[config.mk]
export PLATFORM = sky130hd
export DESIGN_NAME = fpAdder
export DESIGN_NICKNAME = d
export VERILOG_FILES = /design/src/fpPkg.sv /design/src/fpAddControl.sv /design/src/alignCounter.sv /design/src/alignShifter.sv /design/src/mantissaAdder.sv /design/src/normalize.sv /design/src/fpAdder.sv
export VERILOG_INCLUDE_DIRS = /design/src
export SDC_FILE = /design/constraint.sdc
export NUM_CORES = 1
export LEC_CHECK = 0
export BUFFER_PORTS_ARGS = -buffer_cell sky130_fd_sc_hd__buf_2
export CELL_PAD_IN_SITES_DETAIL_PLACEMENT = 1
export CELL_PAD_IN_SITES_GLOBAL_PLACEMENT = 2
export CORE_ASPECT_RATIO = 0.7
export CORE_MARGIN = 2
export CORE_UTILIZATION = 35
export DETAILED_ROUTE_END_ITERATION = 8
export GPL_ROUTABILITY_DRIVEN = 0
export PLACE_DENSITY = 0.83
export SKIP_CTS_REPAIR_TIMING = 1
export SYNTH_ARGS = -nofsm -noshare
export SYNTH_HDL_FRONTEND = slang
export SYNTH_SLANG_ARGS = --single-unit
[constraint.sdc]
create_clock -name clk -period 8.1 [get_ports clk]
set_input_delay 0.405 -clock clk [delete_from_list [all_inputs] [get_ports clk]]
set_output_delay 0.405 -clock clk [all_outputs]
set_load 0.01 [all_outputs]
[src/fp_defines.svh]
// Single-precision format widths and the alignment shift limit for the adder
`ifndef FP_DEFINES_SVH
`define FP_DEFINES_SVH

// Full operand word
`define FP_WORD_WIDTH 32

// Biased exponent field
`define FP_EXP_WIDTH 8

// Stored fraction field, hidden one excluded
`define FP_MAN_WIDTH 23

// Hidden one, fraction, then guard, round and sticky
`define FP_EXT_WIDTH 27

// Past this difference every bit of the smaller operand lands in sticky
`define FP_MAX_ALIGN 26

`endif

[src/fpPkg.sv]
// Shared vector types and controller state encoding for the floating-point adder
`include "fp_defines.svh"

package fpPkg;

    // Sign, exponent and fraction in IEEE single-precision layout
    typedef logic [`FP_WORD_WIDTH-1:0] fpWordT;

    typedef logic [`FP_EXP_WIDTH-1:0] expT;

    // Mantissa with hidden one and three rounding bits
    typedef logic [`FP_EXT_WIDTH-1:0] extManT;

    // One extra bit on top for the carry out of an addition
    typedef logic [`FP_EXT_WIDTH:0] sumT;

    // Wide enough to hold the clamped exponent difference
    typedef logic [$clog2(`FP_MAX_ALIGN+1)-1:0] shiftCountT;

    typedef enum logic [2:0]
    {
        Idle,
        Load,
        Align,
        Add,
        Norm
    } addStateT;

endpackage

[src/fpAddControl.sv]
// Adder FSM that sequences operand load, alignment, add and normalize, then pulses done
`timescale 1ns/1ns

module fpAddControl
(
    input  logic clk,
    input  logic rstN,
    input  logic start,
    input  logic countZero,
    output logic loadEn,
    output logic shiftEn,
    output logic addEn,
    output logic normEn,
    output logic done
);
    import fpPkg::*;

    addStateT state;
    addStateT nextState;

    always_ff @(posedge clk)
    begin
        if (!rstN)
            state <= Idle;
        else
            state <= nextState;
    end

    always_comb
    begin
        nextState = state;
        case (state)
            Idle:
            begin
                if (start)
                    nextState = Load;
            end
            // Count is already valid here, a zero difference skips alignment
            Load:
            begin
                nextState = countZero ? Add : Align;
            end
            Align:
            begin
                if (countZero)
                    nextState = Add;
            end
            Add:
                nextState = Norm;
            Norm:
                nextState = Idle;
            default:
                nextState = Idle;
        endcase
    end

    // Operands are captured on the start edge itself, starts while busy are dropped
    assign loadEn = (state == Idle) && start;

    // First shift overlaps the Load cycle so alignment costs N cycles in total
    assign shiftEn = ((state == Load) || (state == Align)) && !countZero;

    assign addEn = (state == Add);

    // Result register is written at the end of this cycle
    assign normEn = (state == Norm);
    assign done   = (state == Norm);

endmodule

[src/alignCounter.sv]
// Alignment down-counter that times the right shifts of the smaller mantissa
`timescale 1ns/1ns

module alignCounter
(
    input  logic              clk,
    input  logic              rstN,
    input  logic              loadEn,
    input  logic              shiftEn,
    input  fpPkg::shiftCountT loadCount,
    output logic              countZero
);
    import fpPkg::*;

    // Shifts still to be done
    shiftCountT count;

    always_ff @(posedge clk)
    begin
        if (!rstN)
            count <= '0;
        else if (loadEn)
            count <= loadCount;
        else if (shiftEn && (count != '0))
            count <= count - 1'b1;
    end

    assign countZero = (count == '0);

endmodule

[src/alignShifter.sv]
// Operand swap and alignment shifter that collects guard, round and sticky bits
`timescale 1ns/1ns
`include "fp_defines.svh"

module alignShifter
(
    input  logic              clk,
    input  logic              rstN,
    input  logic              loadEn,
    input  logic              shiftEn,
    input  fpPkg::fpWordT     opA,
    input  fpPkg::fpWordT     opB,
    output fpPkg::shiftCountT loadCount,
    output fpPkg::extManT     largeMan,
    output fpPkg::extManT     smallMan,
    output fpPkg::expT        largeExp,
    output logic              largeSign,
    output logic              effSub
);
    import fpPkg::*;

    logic   aLarger;
    fpWordT bigOp;
    fpWordT littleOp;
    expT    expDiff;

    // Hidden one in front, rounding bits empty; zero stays zero
    function automatic extManT expand(input fpWordT op);
        expT exponent;
        exponent = op[`FP_WORD_WIDTH-2:`FP_MAN_WIDTH];
        if (exponent == '0)
            return '0;
        return {1'b1, op[`FP_MAN_WIDTH-1:0], 3'b000};
    endfunction

    // Exponent sits above fraction, so the raw bits compare as magnitudes
    assign aLarger  = opA[`FP_WORD_WIDTH-2:0] >= opB[`FP_WORD_WIDTH-2:0];
    assign bigOp    = aLarger ? opA : opB;
    assign littleOp = aLarger ? opB : opA;

    assign expDiff = bigOp[`FP_WORD_WIDTH-2:`FP_MAN_WIDTH]
                   - littleOp[`FP_WORD_WIDTH-2:`FP_MAN_WIDTH];

    assign loadCount = (expDiff > `FP_MAX_ALIGN) ? shiftCountT'(`FP_MAX_ALIGN)
                                                 : shiftCountT'(expDiff);

    always_ff @(posedge clk)
    begin
        if (!rstN)
        begin
            largeMan  <= '0;
            smallMan  <= '0;
            largeExp  <= '0;
            largeSign <= 1'b0;
            effSub    <= 1'b0;
        end
        else if (loadEn)
        begin
            largeMan  <= expand(bigOp);
            smallMan  <= expand(littleOp);
            largeExp  <= bigOp[`FP_WORD_WIDTH-2:`FP_MAN_WIDTH];
            largeSign <= bigOp[`FP_WORD_WIDTH-1];
            effSub    <= opA[`FP_WORD_WIDTH-1] ^ opB[`FP_WORD_WIDTH-1];
        end
        // Bit falling off the bottom is kept in sticky
        else if (shiftEn)
            smallMan <= {1'b0, smallMan[`FP_EXT_WIDTH-1:2], smallMan[1] | smallMan[0]};
    end

endmodule

[src/mantissaAdder.sv]
// Signed-magnitude add or subtract of the aligned mantissas into the sum register
`timescale 1ns/1ns

module mantissaAdder
(
    input  logic          clk,
    input  logic          rstN,
    input  logic          addEn,
    input  fpPkg::extManT largeMan,
    input  fpPkg::extManT smallMan,
    input  fpPkg::expT    largeExp,
    input  logic          largeSign,
    input  logic          effSub,
    output fpPkg::sumT    sum,
    output fpPkg::expT    sumExp,
    output logic          sumSign
);
    import fpPkg::*;

    sumT rawSum;

    // Larger magnitude always comes first, so subtraction never goes negative
    always_comb
    begin
        if (effSub)
            rawSum = {1'b0, largeMan} - {1'b0, smallMan};
        else
            rawSum = {1'b0, largeMan} + {1'b0, smallMan};
    end

    always_ff @(posedge clk)
    begin
        if (!rstN)
        begin
            sum     <= '0;
            sumExp  <= '0;
            sumSign <= 1'b0;
        end
        else if (addEn)
        begin
            sum     <= rawSum;
            sumExp  <= largeExp;
            // Exact cancellation comes out as +0
            sumSign <= largeSign & (|rawSum);
        end
    end

endmodule

[src/normalize.sv]
// Normalize stage that shifts the raw sum, rounds to nearest-even and registers the result
`timescale 1ns/1ns
`include "fp_defines.svh"

module normalize
(
    input  logic          clk,
    input  logic          rstN,
    input  logic          normEn,
    input  fpPkg::sumT    sum,
    input  fpPkg::expT    sumExp,
    input  logic          sumSign,
    output fpPkg::fpWordT result
);
    import fpPkg::*;

    extManT                   shifted;
    shiftCountT               leadZeros;
    logic [`FP_EXP_WIDTH+1:0] expWide;
    logic [`FP_EXP_WIDTH+1:0] expRound;
    logic [`FP_MAN_WIDTH+1:0] rounded;
    logic [`FP_MAN_WIDTH-1:0] fraction;
    logic                     roundUp;
    logic                     underflow;
    fpWordT                   nextResult;

    // Highest set bit wins since it is seen last
    function automatic shiftCountT countLeadZeros(input extManT value);
        shiftCountT zeros;
        zeros = shiftCountT'(`FP_EXT_WIDTH);
        for (int i = 0; i < `FP_EXT_WIDTH; i++)
        begin
            if (value[i])
                zeros = shiftCountT'(`FP_EXT_WIDTH - 1 - i);
        end
        return zeros;
    endfunction

    always_comb
    begin
        leadZeros = '0;
        if (sum[`FP_EXT_WIDTH])
        begin
            // Carry out, one step right with the lost bit kept in sticky
            shifted = {sum[`FP_EXT_WIDTH:2], sum[1] | sum[0]};
            expWide = {2'b00, sumExp} + 1'b1;
        end
        else
        begin
            leadZeros = countLeadZeros(sum[`FP_EXT_WIDTH-1:0]);
            shifted   = sum[`FP_EXT_WIDTH-1:0] << leadZeros;
            expWide   = {2'b00, sumExp} - leadZeros;
        end

        // Wrapped or zero exponent means the result is too small
        underflow = (expWide == '0) || expWide[`FP_EXP_WIDTH+1];

        // Guard set, then round, sticky or an odd LSB decides
        roundUp  = shifted[2] & (shifted[1] | shifted[0] | shifted[3]);
        rounded  = {1'b0, shifted[`FP_EXT_WIDTH-1:3]} + roundUp;
        expRound = expWide + rounded[`FP_MAN_WIDTH+1];
        fraction = rounded[`FP_MAN_WIDTH+1] ? rounded[`FP_MAN_WIDTH:1]
                                            : rounded[`FP_MAN_WIDTH-1:0];

        if (sum == '0)
            nextResult = '0;
        else if (underflow)
            nextResult = {sumSign, {(`FP_WORD_WIDTH-1){1'b0}}};
        else if (expRound >= {2'b00, {`FP_EXP_WIDTH{1'b1}}})
            nextResult = {sumSign, {`FP_EXP_WIDTH{1'b1}}, {`FP_MAN_WIDTH{1'b0}}};
        else
            nextResult = {sumSign, expRound[`FP_EXP_WIDTH-1:0], fraction};
    end

    // Holds until the next operation finishes
    always_ff @(posedge clk)
    begin
        if (!rstN)
            result <= '0;
        else if (normEn)
            result <= nextResult;
    end

endmodule

[src/fpAdder.sv]
// Single-precision floating-point adder top joining the FSM, counter and datapath stages
`timescale 1ns/1ns

module fpAdder
(
    input  logic          clk,
    input  logic          rstN,
    input  logic          start,
    input  fpPkg::fpWordT opA,
    input  fpPkg::fpWordT opB,
    output fpPkg::fpWordT result,
    output logic          done
);
    import fpPkg::*;

    logic       loadEn;
    logic       shiftEn;
    logic       addEn;
    logic       normEn;
    logic       countZero;
    shiftCountT loadCount;
    extManT     largeMan;
    extManT     smallMan;
    expT        largeExp;
    logic       largeSign;
    logic       effSub;
    sumT        sum;
    expT        sumExp;
    logic       sumSign;

    fpAddControl uControl
    (
        .clk       (clk),
        .rstN      (rstN),
        .start     (start),
        .countZero (countZero),
        .loadEn    (loadEn),
        .shiftEn   (shiftEn),
        .addEn     (addEn),
        .normEn    (normEn),
        .done      (done)
    );

    alignCounter uCounter
    (
        .clk       (clk),
        .rstN      (rstN),
        .loadEn    (loadEn),
        .shiftEn   (shiftEn),
        .loadCount (loadCount),
        .countZero (countZero)
    );

    alignShifter uShifter
    (
        .clk       (clk),
        .rstN      (rstN),
        .loadEn    (loadEn),
        .shiftEn   (shiftEn),
        .opA       (opA),
        .opB       (opB),
        .loadCount (loadCount),
        .largeMan  (largeMan),
        .smallMan  (smallMan),
        .largeExp  (largeExp),
        .largeSign (largeSign),
        .effSub    (effSub)
    );

    mantissaAdder uAdder
    (
        .clk       (clk),
        .rstN      (rstN),
        .addEn     (addEn),
        .largeMan  (largeMan),
        .smallMan  (smallMan),
        .largeExp  (largeExp),
        .largeSign (largeSign),
        .effSub    (effSub),
        .sum       (sum),
        .sumExp    (sumExp),
        .sumSign   (sumSign)
    );

    normalize uNormalize
    (
        .clk     (clk),
        .rstN    (rstN),
        .normEn  (normEn),
        .sum     (sum),
        .sumExp  (sumExp),
        .sumSign (sumSign),
        .result  (result)
    );

endmodule

==> results.tsv <==
metric	value	unit
rows	57	
firstDrtPassIters	8	
synth_fp_nets	1775	
hpwlAfterDp	33.3	mm
clock_latency	450	ps
cap_violations	0	
powerDensity	378	nW/µm²
cp.buffers_inverters	3	
grt_max_degree	74	
start_kind	register	
globalRouteTotalUtil	23.8	%
antenna_left	0	
setup_viol	0	
clockPowerShare	16.2	%
p_int	2.51	mW
hold_path_class	in2reg	
worstMarginPinSlew	1100	ps
fp.dieW	227	µm
min_period	7120	ps
power	5.12	mW
drt-initial-drc-count	1025	
io_pins	100	
fin_skew	14.1	ps
grt_pass1_wl	69.2	mm
p_leak	5.65	nW
htree_levels	4	
drc	0	
drive_gt1_share	11.8	%
mostFrequentLayoutCell	nand2_1	
maxSlewHeadroom	26.8	%
overflow	0	
core	34400	µm²
syn-instance-count	1640	
antenna_cells	0	
worstPathArrival	7500	ps
start_util	35.3	%
cp_top_family	simple AND/OR/NAND/NOR gates	
status	completed	
drv_slew	0	
tns	0	ps
cpPeakStageDelay	720	ps
vias_per_cell	5.82	
final_cell_mix	nand2_1 (204), nor2_1 (148), a21oi_1 (147)	
clkTransAtPathRegs	60	ps
synth-seq-cells	138	
yosys.cell_types.count	92	
cts_tree	done	
yosys_most_used_dff	dfxtp_1	
swShare	51.0	%
syn-cell-area	12100	µm²
die_h	160	µm
wirelength	42.7	mm
synth_edf_count	0	
critPathCaptureType	register	
synth_warnings	0	
path_class	reg2reg	
synth-seq-area-share	22.8	%
grt_pass1_vias	12413	
cp_cell_sequence	nor2_1 -> o31ai_1 -> o21ai_0 -> nand2_2 -> inv_1 -> buf_4 -> a21oi_1 -> a22oi_1 -> o311ai_0 -> nand4_1 -> nor3_4 -> ha_1 -> ha_1 -> and2_1 -> and3_1 -> nor2_1 -> a211o_1 -> a31oi_1 -> and3_1 -> o31ai_4 -> buf_4 -> or3_1 -> nand3_1	
clockRootBuffer	clkbuf_16	
rsz0062_at_grt	no	
cts_sinks	138	
clockBufferDepth	2	
power_frac_comb	65.2	%
wl_per_cell	19.8	µm
seq_power_share	18.5	%
cp_slowest_cell	o311ai_0	
switchingPower	2.61	mW
io_buffers	99	
dieArea	36200	µm²
cp_data_required_time	8480	ps
ir_drop	0.174	mV
ys_async_sr_fraction	0	%
fmax	140	MHz
area.growth.synth_to_final	11.5	%
hold_viol	0	
ff2ff_setup_slack	980	ps
fin_nets	1811	
cts_made_buffers	17	
fin_crit_sh	87.9	%
path_max_fanout	28	
syn-mean-instance-area	7.40	µm²
antenna_found_initial	1	
vias	12574	
==> layout make-up <==
class	count	area, µm²
Sequential cell	138	2760
Inverter	77	289
Fill cell	4291	20900
Clock inverter	12	176
Tap cell	472	591
Clock buffer	18	429
Timing Repair Buffer	120	653
Multi-Input combinational cell	1322	8640
==> worst reg2reg max path, stage by stage, from the launching register on <==
cell and delay, ps:
dfxtp_1 600, nor2_1 130, o31ai_1 460, o21ai_0 270, nand2_2 530, inv_1 200, buf_4 290, a21oi_1 170
a22oi_1 160, o311ai_0 730, nand4_1 550, nor3_4 380, ha_1 210, ha_1 170, and2_1 150, and3_1 220
nor2_1 60, a211o_1 300, a31oi_1 340, and3_1 360, o31ai_4 110, buf_4 200, or3_1 390, nand3_1 90
==> stage by stage <==
| step | hold WS (ps) | util (%) | std cells | instance area [µm²] | setup slack (ps) |
|---|---|---|---|---|---|
| 6_report | 277 | 39.3 | 2159 | 13500 | 981 |
| 5_1_grt | 282 | 39.3 | 2159 | 13500 | 387 |
| 4_1_cts | 263 | 39.3 | 2159 | 13500 | 1080 |
| 3_5_place_dp | 439 | 37.6 | 2129 | 12900 | 1110 |
| 3_3_place_gp | 438 | 37.6 | 2129 | 12900 | 1330 |
| 2_1_floorplan | 427 | - | 1640 | 12100 | 2540 |
==> worst paths after layout <==
kind,start,end,cells after the start
worst max-delay path,uAdder.sum[7],uNormalize.result[8],23
worst min-delay path,opA[22],uShifter.largeMan[25],3
worst max register to register,uAdder.sum[7],uNormalize.result[8],23
worst min register to register,uNormalize.result[15],uNormalize.result[15],2
==> routing by layer <==
layer	GRT usage (%)	routed length [µm]
met1	34.6	21400
met2	35.3	18000
met3	5.52	2770
met4	5.56	577
met5	0	13
==> kinds of logic (layout without fill, tap and decap cells) <==
logic type / after synthesis / count (layout) / synth area share (%)
simple gates: 569 / 569 / 22.5
compound gates: 533 / 533 / 29.4
buf+inv: 180 / 227 / 6.20
flops: 138 / 138 / 22.8
xor+xnor: 85 / 85 / 6.13
fa+ha+maj: 68 / 68 / 7.07
mux: 67 / 67 / 5.99
==> Yosys cell counts, drive strengths merged, types with 10 or more instances <==
master | count | share of area [%]
nand2 | 206 | 6.4
nor2 | 149 | 4.6
a21oi | 148 | 6.2
dfxtp | 138 | 23
o21ai | 127 | 5.3
inv | 77 | 2.4
ha | 67 | 6.9
clkbuf | 65 | 2.0
xnor2 | 63 | 4.5
mux2i | 58 | 4.8
buf | 38 | 1.8
nor3 | 37 | 1.8
nand3 | 34 | 1.5
a21o | 28 | 1.7
o211a | 28 | 2.3
o211ai | 26 | 1.7
a211oi | 23 | 1.4
xor2 | 22 | 1.6
nand2b | 20 | 1.0
nor4 | 19 | 1.0
nand4 | 17 | 0.88
and2 | 15 | 0.77
and3 | 14 | 0.72
o21a | 14 | 0.88
o31ai | 12 | 0.86
nor2b | 11 | 0.57
o22ai | 10 | 0.52
==> power groups by stage <==
stage | logic, mW | registers [mW] | clock network (mW)
after floorplan | 2.48 | 0.885 | 0
after global placement | 3.19 | 0.957 | 0
after detailed placement | 3.24 | 0.960 | 0
after CTS | 3.27 | 0.947 | 0.846
after global routing | 3.65 | 0.970 | 0.874
final | 3.34 | 0.950 | 0.831
==> flip-flops by register name, summed over array words and instances, names as in the netlist <==
name and flops:
uShifter.largeExp 8, uCounter.count 5, uAdder.sumExp 8, uShifter.effSub 1
uShifter.smallMan 27, uControl.state 3, uAdder.sumSign 1, uAdder.sum 28
uShifter.largeSign 1, uNormalize.result 32, uShifter.largeMan 24
No activity file was read; power rests on OpenSTA's default activity.
